<file path="config.mk">
export PLATFORM = sky130hd
export DESIGN_NAME = rename_core
export DESIGN_NICKNAME = d
export VERILOG_FILES = /design/src/instr_pkg.sv /design/src/core_pkg.sv /design/src/alloc.sv /design/src/dispatch_router.sv /design/src/rename_core.sv /design/src/rename_table.sv /design/src/rob_tracker.sv /design/src/uop_decode.sv
export SDC_FILE = /design/constraint.sdc
export NUM_CORES = 1
export LEC_CHECK = 0
export BUFFER_PORTS_ARGS = -buffer_cell sky130_fd_sc_hd__buf_2
export CAP_MARGIN = 20
export CORE_ASPECT_RATIO = 1.1
export CORE_MARGIN = 3
export CORE_UTILIZATION = 55
export CTS_CLUSTER_DIAMETER = 30
export CTS_CLUSTER_SIZE = 8
export DETAILED_ROUTE_END_ITERATION = 8
export GPL_ROUTABILITY_DRIVEN = 0
export PLACE_DENSITY = 0.77
export SYNTH_ARGS = -nofsm -noshare
export SYNTH_HDL_FRONTEND = slang
export SYNTH_SLANG_ARGS = --single-unit
export TNS_END_PERCENT = 10
</file>
<file path="constraint.sdc">
create_clock -name clk -period 11.53 [get_ports clk]
set_input_delay 0.5765 -clock clk [delete_from_list [all_inputs] [get_ports clk]]
set_output_delay 0.5765 -clock clk [all_outputs]
set_load 0.01 [all_outputs]
</file>
<file path="src/instr_pkg.sv">
package instr_pkg;

   // Architectural register index, x0 to x31
   typedef logic [4:0] t_rv_reg_addr;

   // Major opcodes handled by this slice
   localparam logic [6:0] OPC_LOAD   = 7'b0000011;
   localparam logic [6:0] OPC_OP_IMM = 7'b0010011;
   localparam logic [6:0] OPC_STORE  = 7'b0100011;
   localparam logic [6:0] OPC_OP     = 7'b0110011;

   // Register-register layout, MSB first
   typedef struct packed {
      logic [6:0]   funct7;
      t_rv_reg_addr rs2;
      t_rv_reg_addr rs1;
      logic [2:0]   funct3;
      t_rv_reg_addr rd;
      logic [6:0]   opcode;
   } t_rtype_fmt;

   // Immediate layout, shares the low 20 bits with the R view
   typedef struct packed {
      logic [11:0]  imm;
      t_rv_reg_addr rs1;
      logic [2:0]   funct3;
      t_rv_reg_addr rd;
      logic [6:0]   opcode;
   } t_itype_fmt;

   typedef union packed {
      t_rtype_fmt r;
      t_itype_fmt i;
   } t_instr_word;

   typedef enum logic [1:0] {
      ALU,
      LOAD,
      STORE
   } t_uop_class;

   // Decoded micro-op as seen by rename
   typedef struct packed {
      logic         valid;
      t_uop_class   uop_class;
      t_rv_reg_addr src1;
      logic         src1_use;
      t_rv_reg_addr src2;
      logic         src2_use;
      t_rv_reg_addr dst;
      logic         dst_wr;
      logic [11:0]  imm;
      logic [15:0]  simid;
   } t_uinstr;

endpackage

</file>
<file path="src/core_pkg.sv">
package core_pkg;

   // ROB id width, so at most 32 entries in flight
   localparam int ROB_ID_W = 5;

   typedef logic [ROB_ID_W-1:0] t_rob_id;

   // Result of renaming one micro-op
   typedef struct packed {
      t_rob_id pdst;
      t_rob_id psrc1;
      t_rob_id psrc2;
      logic    src1_pdg;
      logic    src2_pdg;
   } t_rename_pkt;

   // Everything a reservation station needs from rename
   typedef struct packed {
      instr_pkg::t_uinstr uinstr;
      t_rob_id            robid;
      t_rename_pkt        rename;
   } t_uinstr_disp;

   localparam int NUM_DISP_PORTS = 2;

   typedef enum logic [$clog2(NUM_DISP_PORTS)-1:0] {
      DISP_PORT_EINT,
      DISP_PORT_MEM
   } t_disp_port;

endpackage

</file>
<file path="src/alloc.sv">
`timescale 1ns/1ps

module alloc (
   input  logic                          clk,
   input  logic                          rst_n,
   input  instr_pkg::t_uinstr            uinstr_ra0,
   input  core_pkg::t_rob_id             next_robid_ra0,
   input  logic                          rob_ready_ra0,
   output instr_pkg::t_rv_reg_addr [1:0] src_addr_ra0,
   input  core_pkg::t_rob_id [1:0]       rob_src_reg_robid_ra0,
   input  logic [1:0]                    rob_src_reg_pdg_ra0,
   output logic                          alloc_ready_ra0,
   output logic                          alloc_ra0,
   input  logic                          port_stall_ra1,
   output logic                          disp_valid_ra1,
   output core_pkg::t_uinstr_disp        disp_ra1
);

   core_pkg::t_rename_pkt  rename_ra0;
   core_pkg::t_uinstr_disp disp_ra0;
   logic                   valid_ra1_q;

   // Table lookups for both sources
   assign src_addr_ra0 = {uinstr_ra0.src2, uinstr_ra0.src1};

   always_comb begin
      rename_ra0.pdst     = next_robid_ra0;
      rename_ra0.psrc1    = rob_src_reg_robid_ra0[0];
      rename_ra0.psrc2    = rob_src_reg_robid_ra0[1];
      // Unused operands never wait
      rename_ra0.src1_pdg = rob_src_reg_pdg_ra0[0] & uinstr_ra0.src1_use;
      rename_ra0.src2_pdg = rob_src_reg_pdg_ra0[1] & uinstr_ra0.src2_use;
   end

   always_comb begin
      disp_ra0.uinstr = uinstr_ra0;
      disp_ra0.robid  = next_robid_ra0;
      disp_ra0.rename = rename_ra0;
   end

   // Accept only with a free ROB id and a moving ra1
   assign alloc_ready_ra0 = rob_ready_ra0 & ~port_stall_ra1;
   assign alloc_ra0       = uinstr_ra0.valid & alloc_ready_ra0;

   always_ff @(posedge clk) begin
      if (!rst_n) begin
         valid_ra1_q <= 1'b0;
      end else if (alloc_ra0) begin
         valid_ra1_q <= 1'b1;
      end else if (!port_stall_ra1) begin
         // Held op left and nothing replaced it
         valid_ra1_q <= 1'b0;
      end
   end

   always_ff @(posedge clk) begin
      if (alloc_ra0) begin
         disp_ra1 <= disp_ra0;
      end
   end

   assign disp_valid_ra1 = valid_ra1_q;

endmodule

</file>
<file path="src/dispatch_router.sv">
`timescale 1ns/1ps

module dispatch_router (
   input  logic                   disp_valid_ra1,
   input  core_pkg::t_uinstr_disp disp_ra1,
   input  logic                   eint_stall,
   input  logic                   mem_stall,
   output logic                   port_stall_ra1,
   output logic                   disp_valid_eint,
   output core_pkg::t_uinstr_disp disp_eint,
   output logic                   disp_valid_mem,
   output core_pkg::t_uinstr_disp disp_mem
);

   core_pkg::t_disp_port                target_port;
   logic [core_pkg::NUM_DISP_PORTS-1:0] stall_ports;
   logic [core_pkg::NUM_DISP_PORTS-1:0] valid_ports;

   // Memory ops to the memory port, everything else to integer
   always_comb begin
      case (disp_ra1.uinstr.uop_class)
         instr_pkg::LOAD,
         instr_pkg::STORE: target_port = core_pkg::DISP_PORT_MEM;
         default:          target_port = core_pkg::DISP_PORT_EINT;
      endcase
   end

   assign stall_ports[core_pkg::DISP_PORT_EINT] = eint_stall;
   assign stall_ports[core_pkg::DISP_PORT_MEM]  = mem_stall;

   // Only the targeted port can hold up ra1
   assign port_stall_ra1 = disp_valid_ra1 & stall_ports[target_port];

   always_comb begin
      for (int p = 0; p < core_pkg::NUM_DISP_PORTS; p++) begin
         valid_ports[p] = disp_valid_ra1 && (int'(target_port) == p) && !stall_ports[p];
      end
   end

   assign disp_valid_eint = valid_ports[core_pkg::DISP_PORT_EINT];
   assign disp_eint       = disp_ra1;
   assign disp_valid_mem  = valid_ports[core_pkg::DISP_PORT_MEM];
   assign disp_mem        = disp_ra1;

endmodule

</file>
<file path="src/rename_core.sv">
`timescale 1ns/1ps

module rename_core #(
   parameter int ROB_DEPTH = 16
) (
   input  logic                   clk,
   input  logic                   rst_n,
   input  logic                   instr_valid,
   input  instr_pkg::t_instr_word instr_word,
   output logic                   instr_ready,
   input  logic                   wb_valid,
   input  core_pkg::t_rob_id      wb_robid,
   input  logic                   retire_valid,
   input  logic                   eint_stall,
   input  logic                   mem_stall,
   output logic                   disp_valid_eint,
   output core_pkg::t_uinstr_disp disp_eint,
   output logic                   disp_valid_mem,
   output core_pkg::t_uinstr_disp disp_mem
);

   instr_pkg::t_uinstr            uinstr_ra0;
   instr_pkg::t_rv_reg_addr [1:0] src_addr_ra0;
   core_pkg::t_rob_id [1:0]       src_robid_ra0;
   logic [1:0]                    src_pdg_ra0;
   core_pkg::t_rob_id             next_robid_ra0;
   logic                          rob_ready_ra0;
   logic                          alloc_ready_ra0;
   logic                          alloc_ra0;
   logic                          port_stall_ra1;
   logic                          disp_valid_ra1;
   core_pkg::t_uinstr_disp        disp_ra1;

   assign instr_ready = alloc_ready_ra0;

   uop_decode u_uop_decode (
      .clk         (clk),
      .rst_n       (rst_n),
      .instr_valid (instr_valid),
      .instr_word  (instr_word),
      .uinstr_ra0  (uinstr_ra0)
   );

   rename_table u_rename_table (
      .clk       (clk),
      .rst_n     (rst_n),
      .src_addr  (src_addr_ra0),
      .src_robid (src_robid_ra0),
      .src_pdg   (src_pdg_ra0),
      .alloc     (alloc_ra0),
      .dst_addr  (uinstr_ra0.dst),
      .dst_wr    (uinstr_ra0.dst_wr),
      .dst_robid (next_robid_ra0),
      .wb_valid  (wb_valid),
      .wb_robid  (wb_robid)
   );

   rob_tracker #(
      .ROB_DEPTH (ROB_DEPTH)
   ) u_rob_tracker (
      .clk          (clk),
      .rst_n        (rst_n),
      .alloc        (alloc_ra0),
      .retire_valid (retire_valid),
      .next_robid   (next_robid_ra0),
      .rob_ready    (rob_ready_ra0)
   );

   alloc u_alloc (
      .clk                   (clk),
      .rst_n                 (rst_n),
      .uinstr_ra0            (uinstr_ra0),
      .next_robid_ra0        (next_robid_ra0),
      .rob_ready_ra0         (rob_ready_ra0),
      .src_addr_ra0          (src_addr_ra0),
      .rob_src_reg_robid_ra0 (src_robid_ra0),
      .rob_src_reg_pdg_ra0   (src_pdg_ra0),
      .alloc_ready_ra0       (alloc_ready_ra0),
      .alloc_ra0             (alloc_ra0),
      .port_stall_ra1        (port_stall_ra1),
      .disp_valid_ra1        (disp_valid_ra1),
      .disp_ra1              (disp_ra1)
   );

   dispatch_router u_dispatch_router (
      .disp_valid_ra1  (disp_valid_ra1),
      .disp_ra1        (disp_ra1),
      .eint_stall      (eint_stall),
      .mem_stall       (mem_stall),
      .port_stall_ra1  (port_stall_ra1),
      .disp_valid_eint (disp_valid_eint),
      .disp_eint       (disp_eint),
      .disp_valid_mem  (disp_valid_mem),
      .disp_mem        (disp_mem)
   );

endmodule

</file>
<file path="src/rename_table.sv">
`timescale 1ns/1ps

module rename_table (
   input  logic                          clk,
   input  logic                          rst_n,
   input  instr_pkg::t_rv_reg_addr [1:0] src_addr,
   output core_pkg::t_rob_id [1:0]       src_robid,
   output logic [1:0]                    src_pdg,
   input  logic                          alloc,
   input  instr_pkg::t_rv_reg_addr       dst_addr,
   input  logic                          dst_wr,
   input  core_pkg::t_rob_id             dst_robid,
   input  logic                          wb_valid,
   input  core_pkg::t_rob_id             wb_robid
);

   localparam int NUM_ARCH_REGS = 32;

   core_pkg::t_rob_id        prod_robid [NUM_ARCH_REGS];
   logic [NUM_ARCH_REGS-1:0] mapped_q;
   logic [NUM_ARCH_REGS-1:0] pdg_q;
   logic [NUM_ARCH_REGS-1:0] wb_hit;
   logic                     dst_upd;

   assign dst_upd = alloc & dst_wr;

   // Every entry waiting on the written-back producer
   always_comb begin
      for (int r = 0; r < NUM_ARCH_REGS; r++) begin
         wb_hit[r] = wb_valid && (prod_robid[r] == wb_robid);
      end
   end

   always_comb begin
      for (int s = 0; s < 2; s++) begin
         src_robid[s] = mapped_q[src_addr[s]] ? prod_robid[src_addr[s]] : '0;
         // A writeback in the same cycle already counts as done
         src_pdg[s]   = mapped_q[src_addr[s]] & pdg_q[src_addr[s]] & ~wb_hit[src_addr[s]];
      end
   end

   always_ff @(posedge clk) begin
      if (dst_upd) begin
         prod_robid[dst_addr] <= dst_robid;
      end
   end

   always_ff @(posedge clk) begin
      if (!rst_n) begin
         mapped_q <= '0;
         pdg_q    <= '0;
      end else begin
         pdg_q <= pdg_q & ~wb_hit;
         // New producer overrides a writeback to the same register
         if (dst_upd) begin
            mapped_q[dst_addr] <= 1'b1;
            pdg_q[dst_addr]    <= 1'b1;
         end
      end
   end

endmodule

</file>
<file path="src/rob_tracker.sv">
`timescale 1ns/1ps

module rob_tracker #(
   parameter int ROB_DEPTH = 16
) (
   input  logic              clk,
   input  logic              rst_n,
   input  logic              alloc,
   input  logic              retire_valid,
   output core_pkg::t_rob_id next_robid,
   output logic              rob_ready
);

   localparam int IDX_W = $clog2(ROB_DEPTH);

   // Extra wrap bit tells full from empty
   logic [IDX_W:0] head_q;
   logic [IDX_W:0] tail_q;
   logic [IDX_W:0] count;
   logic           alloc_ok;
   logic           retire_ok;

   assign count     = tail_q - head_q;
   assign rob_ready = count < (IDX_W+1)'(ROB_DEPTH);

   assign alloc_ok  = alloc & rob_ready;
   // Retire on an empty ROB is dropped
   assign retire_ok = retire_valid & (count != '0);

   assign next_robid = core_pkg::t_rob_id'(tail_q[IDX_W-1:0]);

   always_ff @(posedge clk) begin
      if (!rst_n) begin
         head_q <= '0;
         tail_q <= '0;
      end else begin
         if (alloc_ok) begin
            tail_q <= tail_q + 1'b1;
         end
         if (retire_ok) begin
            head_q <= head_q + 1'b1;
         end
      end
   end

endmodule

</file>
<file path="src/uop_decode.sv">
`timescale 1ns/1ps

module uop_decode (
   input  logic                   clk,
   input  logic                   rst_n,
   input  logic                   instr_valid,
   input  instr_pkg::t_instr_word instr_word,
   output instr_pkg::t_uinstr     uinstr_ra0
);

   logic [15:0] simid_q;

   // Running tag, one step per presented word
   always_ff @(posedge clk) begin
      if (!rst_n) begin
         simid_q <= '0;
      end else if (instr_valid) begin
         simid_q <= simid_q + 16'd1;
      end
   end

   always_comb begin
      uinstr_ra0           = '0;
      uinstr_ra0.valid     = instr_valid;
      uinstr_ra0.simid     = simid_q;
      uinstr_ra0.uop_class = instr_pkg::ALU;
      uinstr_ra0.src1      = instr_word.r.rs1;
      uinstr_ra0.src2      = instr_word.r.rs2;
      uinstr_ra0.dst       = instr_word.r.rd;

      case (instr_word.r.opcode)
         instr_pkg::OPC_OP: begin
            uinstr_ra0.src1_use = 1'b1;
            uinstr_ra0.src2_use = 1'b1;
            uinstr_ra0.dst_wr   = 1'b1;
         end
         instr_pkg::OPC_OP_IMM: begin
            uinstr_ra0.src1_use = 1'b1;
            uinstr_ra0.dst_wr   = 1'b1;
            uinstr_ra0.imm      = instr_word.i.imm;
         end
         instr_pkg::OPC_LOAD: begin
            uinstr_ra0.uop_class = instr_pkg::LOAD;
            uinstr_ra0.src1_use  = 1'b1;
            uinstr_ra0.dst_wr    = 1'b1;
            uinstr_ra0.imm       = instr_word.i.imm;
         end
         instr_pkg::OPC_STORE: begin
            // S-type splits the offset around rs2
            uinstr_ra0.uop_class = instr_pkg::STORE;
            uinstr_ra0.src1_use  = 1'b1;
            uinstr_ra0.src2_use  = 1'b1;
            uinstr_ra0.imm       = {instr_word.r.funct7, instr_word.r.rd};
         end
         default: begin
            // Unknown opcodes go through as a nop on the integer port
         end
      endcase

      // x0 never carries a dependency
      if (uinstr_ra0.src1 == '0) begin
         uinstr_ra0.src1_use = 1'b0;
      end
      if (uinstr_ra0.src2 == '0) begin
         uinstr_ra0.src2_use = 1'b0;
      end
      if (uinstr_ra0.dst == '0) begin
         uinstr_ra0.dst_wr = 1'b0;
      end

      // Clean up fields that carry no operand
      if (!uinstr_ra0.src1_use) begin
         uinstr_ra0.src1 = '0;
      end
      if (!uinstr_ra0.src2_use) begin
         uinstr_ra0.src2 = '0;
      end
      if (!uinstr_ra0.dst_wr) begin
         uinstr_ra0.dst = '0;
      end
   end

endmodule
</file>
==> impl_results.md, run 1 <==
* Via density at 6.42
* Area grow syn2layout at 15.1%
* Antenna viol nets, final at 0
* Post-synth cell types at 81
* DR WL/cell at 23.4 µm
* CTS clk-pin slew, worst paths at 50 ps
* I/O pin total at around 190
* Pwr dens at 185 nW/µm²
* Port bufs at 177
* Sequential area share after synthesis at 0.479
* Sink Count at 282
* Number of max-cap violations at 0
* # Post-CTS Setup Buffers at 0
* DRC at 0
* Post-DP HPWL at 30,900 µm
* WS Path Type: reg2reg
* Pins Over Slew Limit at 0
* Slowest cell delay on critical path at between 800 and 900 ps
* Slew @ Worst Pin at 1190 ps
* Post-synthesis cell area at between 15,000 and 20,000 µm²
* Cts bufs inserted at 54
* Wirelength, routed at 48,400 µm
* Critical path capture point type: flip-flop
* Sequential Area at 7560 µm²
* Most common cell in the netlist: edfxtp_1
* Area of the multi-input gates at 7040 µm²
* Worst-Skew Late Latency at 580 ps
* Pre-CTS WS at 6450 ps
* Die X at 167 µm
* Fillers at roughly 2,100
* Status: finished, final reports clean
* Crit path launch type: flip-flop
* Syn Area/Cell at 10.0 µm²
* Leading area contributor after synthesis: edfxtp_1
* GRT Residual Overflow at 0
* Placed inst area at 16,200 µm²
* Tmin final at 4950 ps
* CP cell instances: inv_1, ha_1, fa_1, inv_1, a21o_1, a21oi_1, xnor2_1, nor3b_2, buf_4, nand3b_1, nor2_1
* Peak Freq at about 200 MHz
* Gates resized, CTS repair at 0
* Top post-synthesis cells by area: edfxtp_1, dfxtp_1, xnor2_1, buf_4, xor2_1
* Slowest cell on crit path: nand3b_1
* Initial antenna violation count at 0
* Die area at 30,700 µm²
* Rel. slew slack at 0.208
* Clock Path Buffers at 3
* EDFF count, synth at around 190
* Vert. Die Dim at 184 µm
* Fin. Hold Viols at 0
* Setup TNS at 0 ps
* Layout cell share with drive strength beyond 1 at 0.194
* P_leak at a little under 7 nW
* Row cnt at between 60 and 70
* RSZ-0062 raised after global routing: false
* Fin area at 18,100 µm²
* Initial drt markers at slightly above 2,000
* Crit Path Max Fanout at 64
* Pwr Total at roughly 0.0034 W
* Peak supply drop at 0.146 mV
* Top_reg_cell synth: edfxtp_1
* First-pass GRT wire length at 72,600 µm
* Worst setup margin at 6580 ps
* Initial Utilization at 0.562
* Core box area at roughly 28,000 µm²
* Synth top cells by count: edfxtp_1, nand2_1, nor2_1
* CTS tree: done
* Synthesis warning total at 0
* Most used cell, CP: inv_1
* Synthesized flop and latch total at 282
* Worst endpoint required time at about 12,000 ps
* Layout Skew at 35.4 ps
* # hold bufs at CTS at 0
* Nets at between 1,500 and 2,000
* Root Buffer: clkbuf_16
* Synthesized instance count at 1,569
* R2R setup slack at 6580 ps
* First-pass DRT Iterations at 7
* Fin crit share at 0.429
* H-tree lvl count at 2
* Final setup violation count at 0
* Asr flop ratio synth at 0
* Overall global routing resource usage at 0.301
* Vias at 13,300
* Top cell type's share of synthesized area at 0.364
* Vias in the first global route at 13,000
* Largest net degree at the start of global routing at between 70 and 80
* Arr. time, crit path at approximately 5100 ps
* Hold Crit Class: in2reg
-- cells in the final DEF, fill, tap and decap left out, types with 8 or more instances in the layout --
cell	instances
a211oi_1	39
a21o_1	8
a21oi_1	56
a31oi_1	24
and2_1	33
and3_1	14
buf_2	177
buf_4	22
clkbuf_1	12
clkbuf_16	54
clkbuf_8	13
conb_1	12
dfxtp_1	91
edfxtp_1	191
inv_1	28
mux2_2	13
mux2i_1	52
nand2_1	148
nand3_1	75
nand3b_1	8
nand4_1	13
nor2_1	125
nor2b_1	24
nor3_1	23
o211ai_1	10
o21a_1	45
o21ai_0	46
o221ai_1	9
o22ai_1	33
o31ai_1	14
xnor2_1	89
xor2_1	65
-- cell type report --
class	instances	area share
Sequential cell	282	0.416
Multi-Input combinational cell	1084	0.388
Clock buffer	79	0.0868
Timing Repair Buffer	201	0.0590
Tap cell	363	0.0250
Clock inverter	22	0.0178
Inverter	34	0.00703
Antenna cell	1	0.000138
-- routing by layer --
layer | up-vias | GRT usage | wire [µm]
met2 | 928 | 0.489 | 22700
li1 | 5787 | - | -
met5 | - | 0 | 0
met4 | 0 | 0.203 | 3580
met3 | 275 | 0.0712 | 5090
met1 | 6276 | 0.359 | 17000
-- state kept, by name, summed over array words and instances, names as in the netlist --
signal / flops
u_alloc.disp_valid_ra1: 1
u_alloc.disp_ra1: 63
u_rob_tracker.tail_q: 5
u_rob_tracker.head_q: 5
u_rename_table.mapped_q: 32
u_rename_table.prod_robid: 128
u_rename_table.pdg_q: 32
u_uop_decode.simid_q: 16
-- logic make-up (layout without fill, tap and decap cells) --
family / count (synthesis) / in the layout / synth area share
multiplexers: 71 / 71 / 0.0509
flip-flops: 282 / 282 / 0.479
buffers and inverters: 214 / 336 / 0.0770
other: 1 / 13 / 0.000238
AND/OR/NAND/NOR: 501 / 501 / 0.153
AO/OA/AOI/OAI: 338 / 338 / 0.147
XOR/XNOR: 154 / 154 / 0.0856
adder cells (fa/ha/maj): 8 / 8 / 0.00683
-- path summary, 6_finish.rpt --
check	start	cells past startpoint	endpoint
setup / recovery	u_rob_tracker.tail_q[0]	11	u_rename_table.prod_robid[25][2]
setup reg to reg	u_rob_tracker.tail_q[0]	11	u_rename_table.prod_robid[25][2]
hold / removal	instr_word[27]	2	u_alloc.disp_ra1[45]
hold reg to reg	u_uop_decode.simid_q[12]	0	u_alloc.disp_ra1[34]
-- through the flow --
step / cells / utilization / hold WS [ps]
final: 2066 / 0.648 / 273
after global routing: 2065 / 0.647 / 282
after CTS: 2063 / 0.647 / 266
after detailed placement: 1962 / 0.579 / 425
after global placement: 1962 / 0.579 / 418
after floorplan: 1580 / - / 408
-- worst max-delay path, delay by kind of cell (launching register included) --
kind	cells	cell delay, ps
AND/OR/NAND/NOR	3	2260
flip-flops	1	330
XOR/XNOR	1	200
adder cells (fa/ha/maj)	2	630
AO/OA/AOI/OAI	2	170
buffers and inverters	3	920
-- report_power, final --
| group | internal, W | switching (W) | leakage [nW] |
|---|---|---|---|
| combinational | 0.000177 | 0.000335 | 3.48 |
| sequential | 0.00121 | 0.0000416 | 2.53 |
| clock | 0.00108 | 0.000520 | 0.919 |
Note: power is estimated with default switching activity, not from simulation.
==> inputs of run 2 (changes only) <==
--- a/config.mk
+++ b/config.mk
@@ -9,12 +9,12 @@
 export CAP_MARGIN = 20
 export CORE_ASPECT_RATIO = 1.1
 export CORE_MARGIN = 3
-export CORE_UTILIZATION = 55
+export CORE_UTILIZATION = 53
 export CTS_CLUSTER_DIAMETER = 30
 export CTS_CLUSTER_SIZE = 8
 export DETAILED_ROUTE_END_ITERATION = 8
 export GPL_ROUTABILITY_DRIVEN = 0
-export PLACE_DENSITY = 0.77
+export PLACE_DENSITY = 0.78
 export SYNTH_ARGS = -nofsm -noshare
 export SYNTH_HDL_FRONTEND = slang
 export SYNTH_SLANG_ARGS = --single-unit
==> constraint.sdc (replaced) <==
create_clock -name clk -period 4.3 [get_ports clk]
set_input_delay 0.215 -clock clk [delete_from_list [all_inputs] [get_ports clk]]
set_output_delay 0.215 -clock clk [all_outputs]
set_load 0.01 [all_outputs]
==> run 2 against run 1 <==
- core utilization fell by 1.2 points
- sequential cell count did not move
- first-iteration DRC count rose by 2.5%
- sequential share of layout area fell by 0.59 points
- clock power rose to 2.7 times the previous value
- setup slack got worse by 6200 ps
- routed wire length rose by 4.5%
- highest routed layer unchanged
==> impl_results.md, run 2 (synthesis results as in run 1) <==
* Largest net degree at the start of global routing at 70 (-1.4%)
* RSZ-0062 raised after global routing: false
* Row cnt at 65 (+1.6%)
* Largest regs: u_rename_table.prod_robid: 128 flops, u_alloc.disp_ra1: 63 flops
* Most used cell, CP: inv_1
* R2R setup slack at 430 ps (-6160 ps)
* Peak supply drop at 0.427 mV (+190%)
* Clock Path Buffers at 3 (unchanged)
* Layout cell share with drive strength beyond 1 at 0.201 (+0.00692)
* Fillers at 2,208 (+3.1%)
* Vias at 13,600 (+2.6%)
* Max FFs per register at 128 (unchanged)
* DR WL/cell at 24.0 µm (+2.7%)
* RR Startpoint: u_rob_tracker.tail_q[0]
* Worst endpoint required time at 4480 ps (-7250 ps)
* CP cell instances: inv_1, ha_1, fa_1, inv_1, a21o_1, a21oi_1, xnor2_1, nor3b_2, nand3_1, nor2_1
* Fin. Hold Viols at 0 (unchanged)
* Pwr dens at 496 nW/µm² (+170%)
* Vias in the first global route at 13,400 (+2.9%)
* Cts bufs inserted at 56 (+3.7%)
* Wirelength, routed at 50,500 µm (+4.5%)
* Largest reg by FF count: u_rename_table.prod_robid
* Core box area at 29,000 µm² (+3.3%)
* Final Util at 0.636 (-0.0117)
* First-pass DRT Iterations at 7 (unchanged)
* Worst Hold Path Cells at 3 (+1)
* Initial antenna violation count at 0 (unchanged)
* I/O pin total at 189 (unchanged)
* First-pass GRT wire length at 76,400 µm (+5.2%)
* Arr. time, crit path at 4060 ps (-1080 ps)
* Pins Over Slew Limit at 0 (unchanged)
* Crit path launch: u_rob_tracker.tail_q[0]
* Initial Utilization at 0.544 (-0.0180)
* Post-DP HPWL at 32,900 µm (+6.4%)
* Overall global routing resource usage at 0.310 (+0.00821)
* Root Buffer: clkbuf_16
* R2r worst-path depth at 10 (-1)
* Status: finished, final reports clean
* CTS clk-pin slew, worst paths at 50 ps (about the same)
* Number of max-cap violations at 0 (unchanged)
* FF-to-FF End: u_rename_table.prod_robid[3][1]
* Area grow syn2layout at 16.8%
* Die X at 170 µm (+1.8%)
* WS Path Type: reg2reg
* Most common cell after layout, fill and taps aside: edfxtp_1
* DRC at 0 (unchanged)
* Sink Count at 282 (unchanged)
* H-tree lvl count at 2 (unchanged)
* Tmin final at 3870 ps (-1070 ps)
* Via density at 6.48 (+0.88%)
* P_leak at 7.04 nW (+1.7%)
* Slowest cell on crit path: nand3_1
* Hold Crit Class: in2reg
* Layout Skew at 34.1 ps (-1.30 ps)
* Nets at 1,738 (+1.7%)
* Peak Freq at 258 MHz (+28%)
* Port bufs at 177 (unchanged)
* Commonest cells after routing, fill and taps aside: edfxtp_1, buf_2, nand2_1, nor2_1, dfxtp_1
* Crit path to: u_rename_table.prod_robid[3][1]
* Rel. slew slack at 0.267 (+0.0595)
* Slew @ Worst Pin at 1080 ps (-106 ps)
* Setup TNS at 0 ps (unchanged)
* Fin crit share at 0.901 (+0.472)
* GRT Residual Overflow at 0 (unchanged)
* CTS tree: done
* Die area at 31,800 µm² (+3.6%)
* Crit Path Max Fanout at 12 (-81%)
* Critical path capture point type: flip-flop
* Crit path launch type: flip-flop
* Post-Layout Cell Count at 2,102 (+1.7%)
* Antenna viol nets, final at 0 (unchanged)
* Slowest cell delay on critical path at 740 ps (-110 ps)
* Initial drt markers at 2,065 (+2.5%)
* Vert. Die Dim at 187 µm (+1.8%)
* Final setup violation count at 0 (unchanged)
* Worst-Skew Late Latency at 570 ps (about the same)
* DP Cell Count at 1,987 (+1.3%)
[run 2: cell count changes in the layout (fill, tap and decap cells not counted), moves of 3 or more]
cell           change
clkbuf_8           -7
clkbuf_1           +5
clkbuf_16          +3
clkinvlp_4         +4
buf_4             +19
dlygate4sd3_1      +9
[run 2: worst min path at each step]
stage	start	endpoint	slack, ps
2_1_floorplan	instr_valid	u_alloc.disp_ra1[70]	310
3_3_place_gp	u_uop_decode.simid_q[12]	u_alloc.disp_ra1[34]	430
3_5_place_dp	u_uop_decode.simid_q[12]	u_alloc.disp_ra1[34]	430
4_1_cts	instr_word[7]	u_alloc.disp_ra1[38]	10
5_1_grt	instr_word[7]	u_alloc.disp_ra1[51]	40
6_report	instr_word[7]	u_alloc.disp_ra1[38]	20
[run 2: stage by stage]
step | total power, W | hold slack, ps | setup WS [ps] | instance area [µm²]
floorplan | 0.00439 | 314 | 503 | 15800
global placement | 0.00474 | 434 | 655 | 16400
detailed placement | 0.00478 | 432 | 575 | 16400
CTS | 0.00912 | 11.5 | 493 | 18400
global route | 0.00941 | 36.6 | 323 | 18400
finish | 0.00913 | 17.9 | 425 | 18400
[run 2: critical path: cells and delay by family (launching register included)]
kind / cells / cell delay [ps]
simple gates: 3 / 2040
fa+ha+maj: 2 / 620
flops: 1 / 320
xor+xnor: 1 / 210
compound gates: 2 / 180
buf+inv: 2 / 120
[run 2: what timing repair did]
action | 4_1_cts | 5_1_grt
setup endpoints to repair | 0 | 0
hold endpoints to repair | 10 | 0
resized for setup | 0 | 0
hold buffers | 9 | 0
setup buffers | 0 | 0
[run 2: cell type report]
class	instances	area, µm²	area share
flip-flops and latches	282	7560	0.410
multi-input cells	1084	7040	0.382
clock buffers	80	1570	0.0854
repair buffers	228	1300	0.0708
well taps	368	460	0.0250
clock inverters	25	348	0.0189
inverters	34	128	0.00693
diodes	1	2.50	0.000136
[run 2: power by group]
part / switching, W / leakage (nW) / internal [W] / total, W
Sequential: 0.000118 / 2.53 / 0.00324 / 0.00335
Combinational: 0.000926 / 3.60 / 0.000484 / 0.00141
Clock: 0.00141 / 0.912 / 0.00295 / 0.00437
[run 2: routing by layer]
layer / wire length, µm / vias to the layer above / global-route usage
li1: - / 5843 / -
met1: 17600 / 6418 / 0.368
met2: 23400 / 1052 / 0.492
met3: 5730 / 303 / 0.0820
met4: 3870 / 0 / 0.204
met5: 0 / - / 0
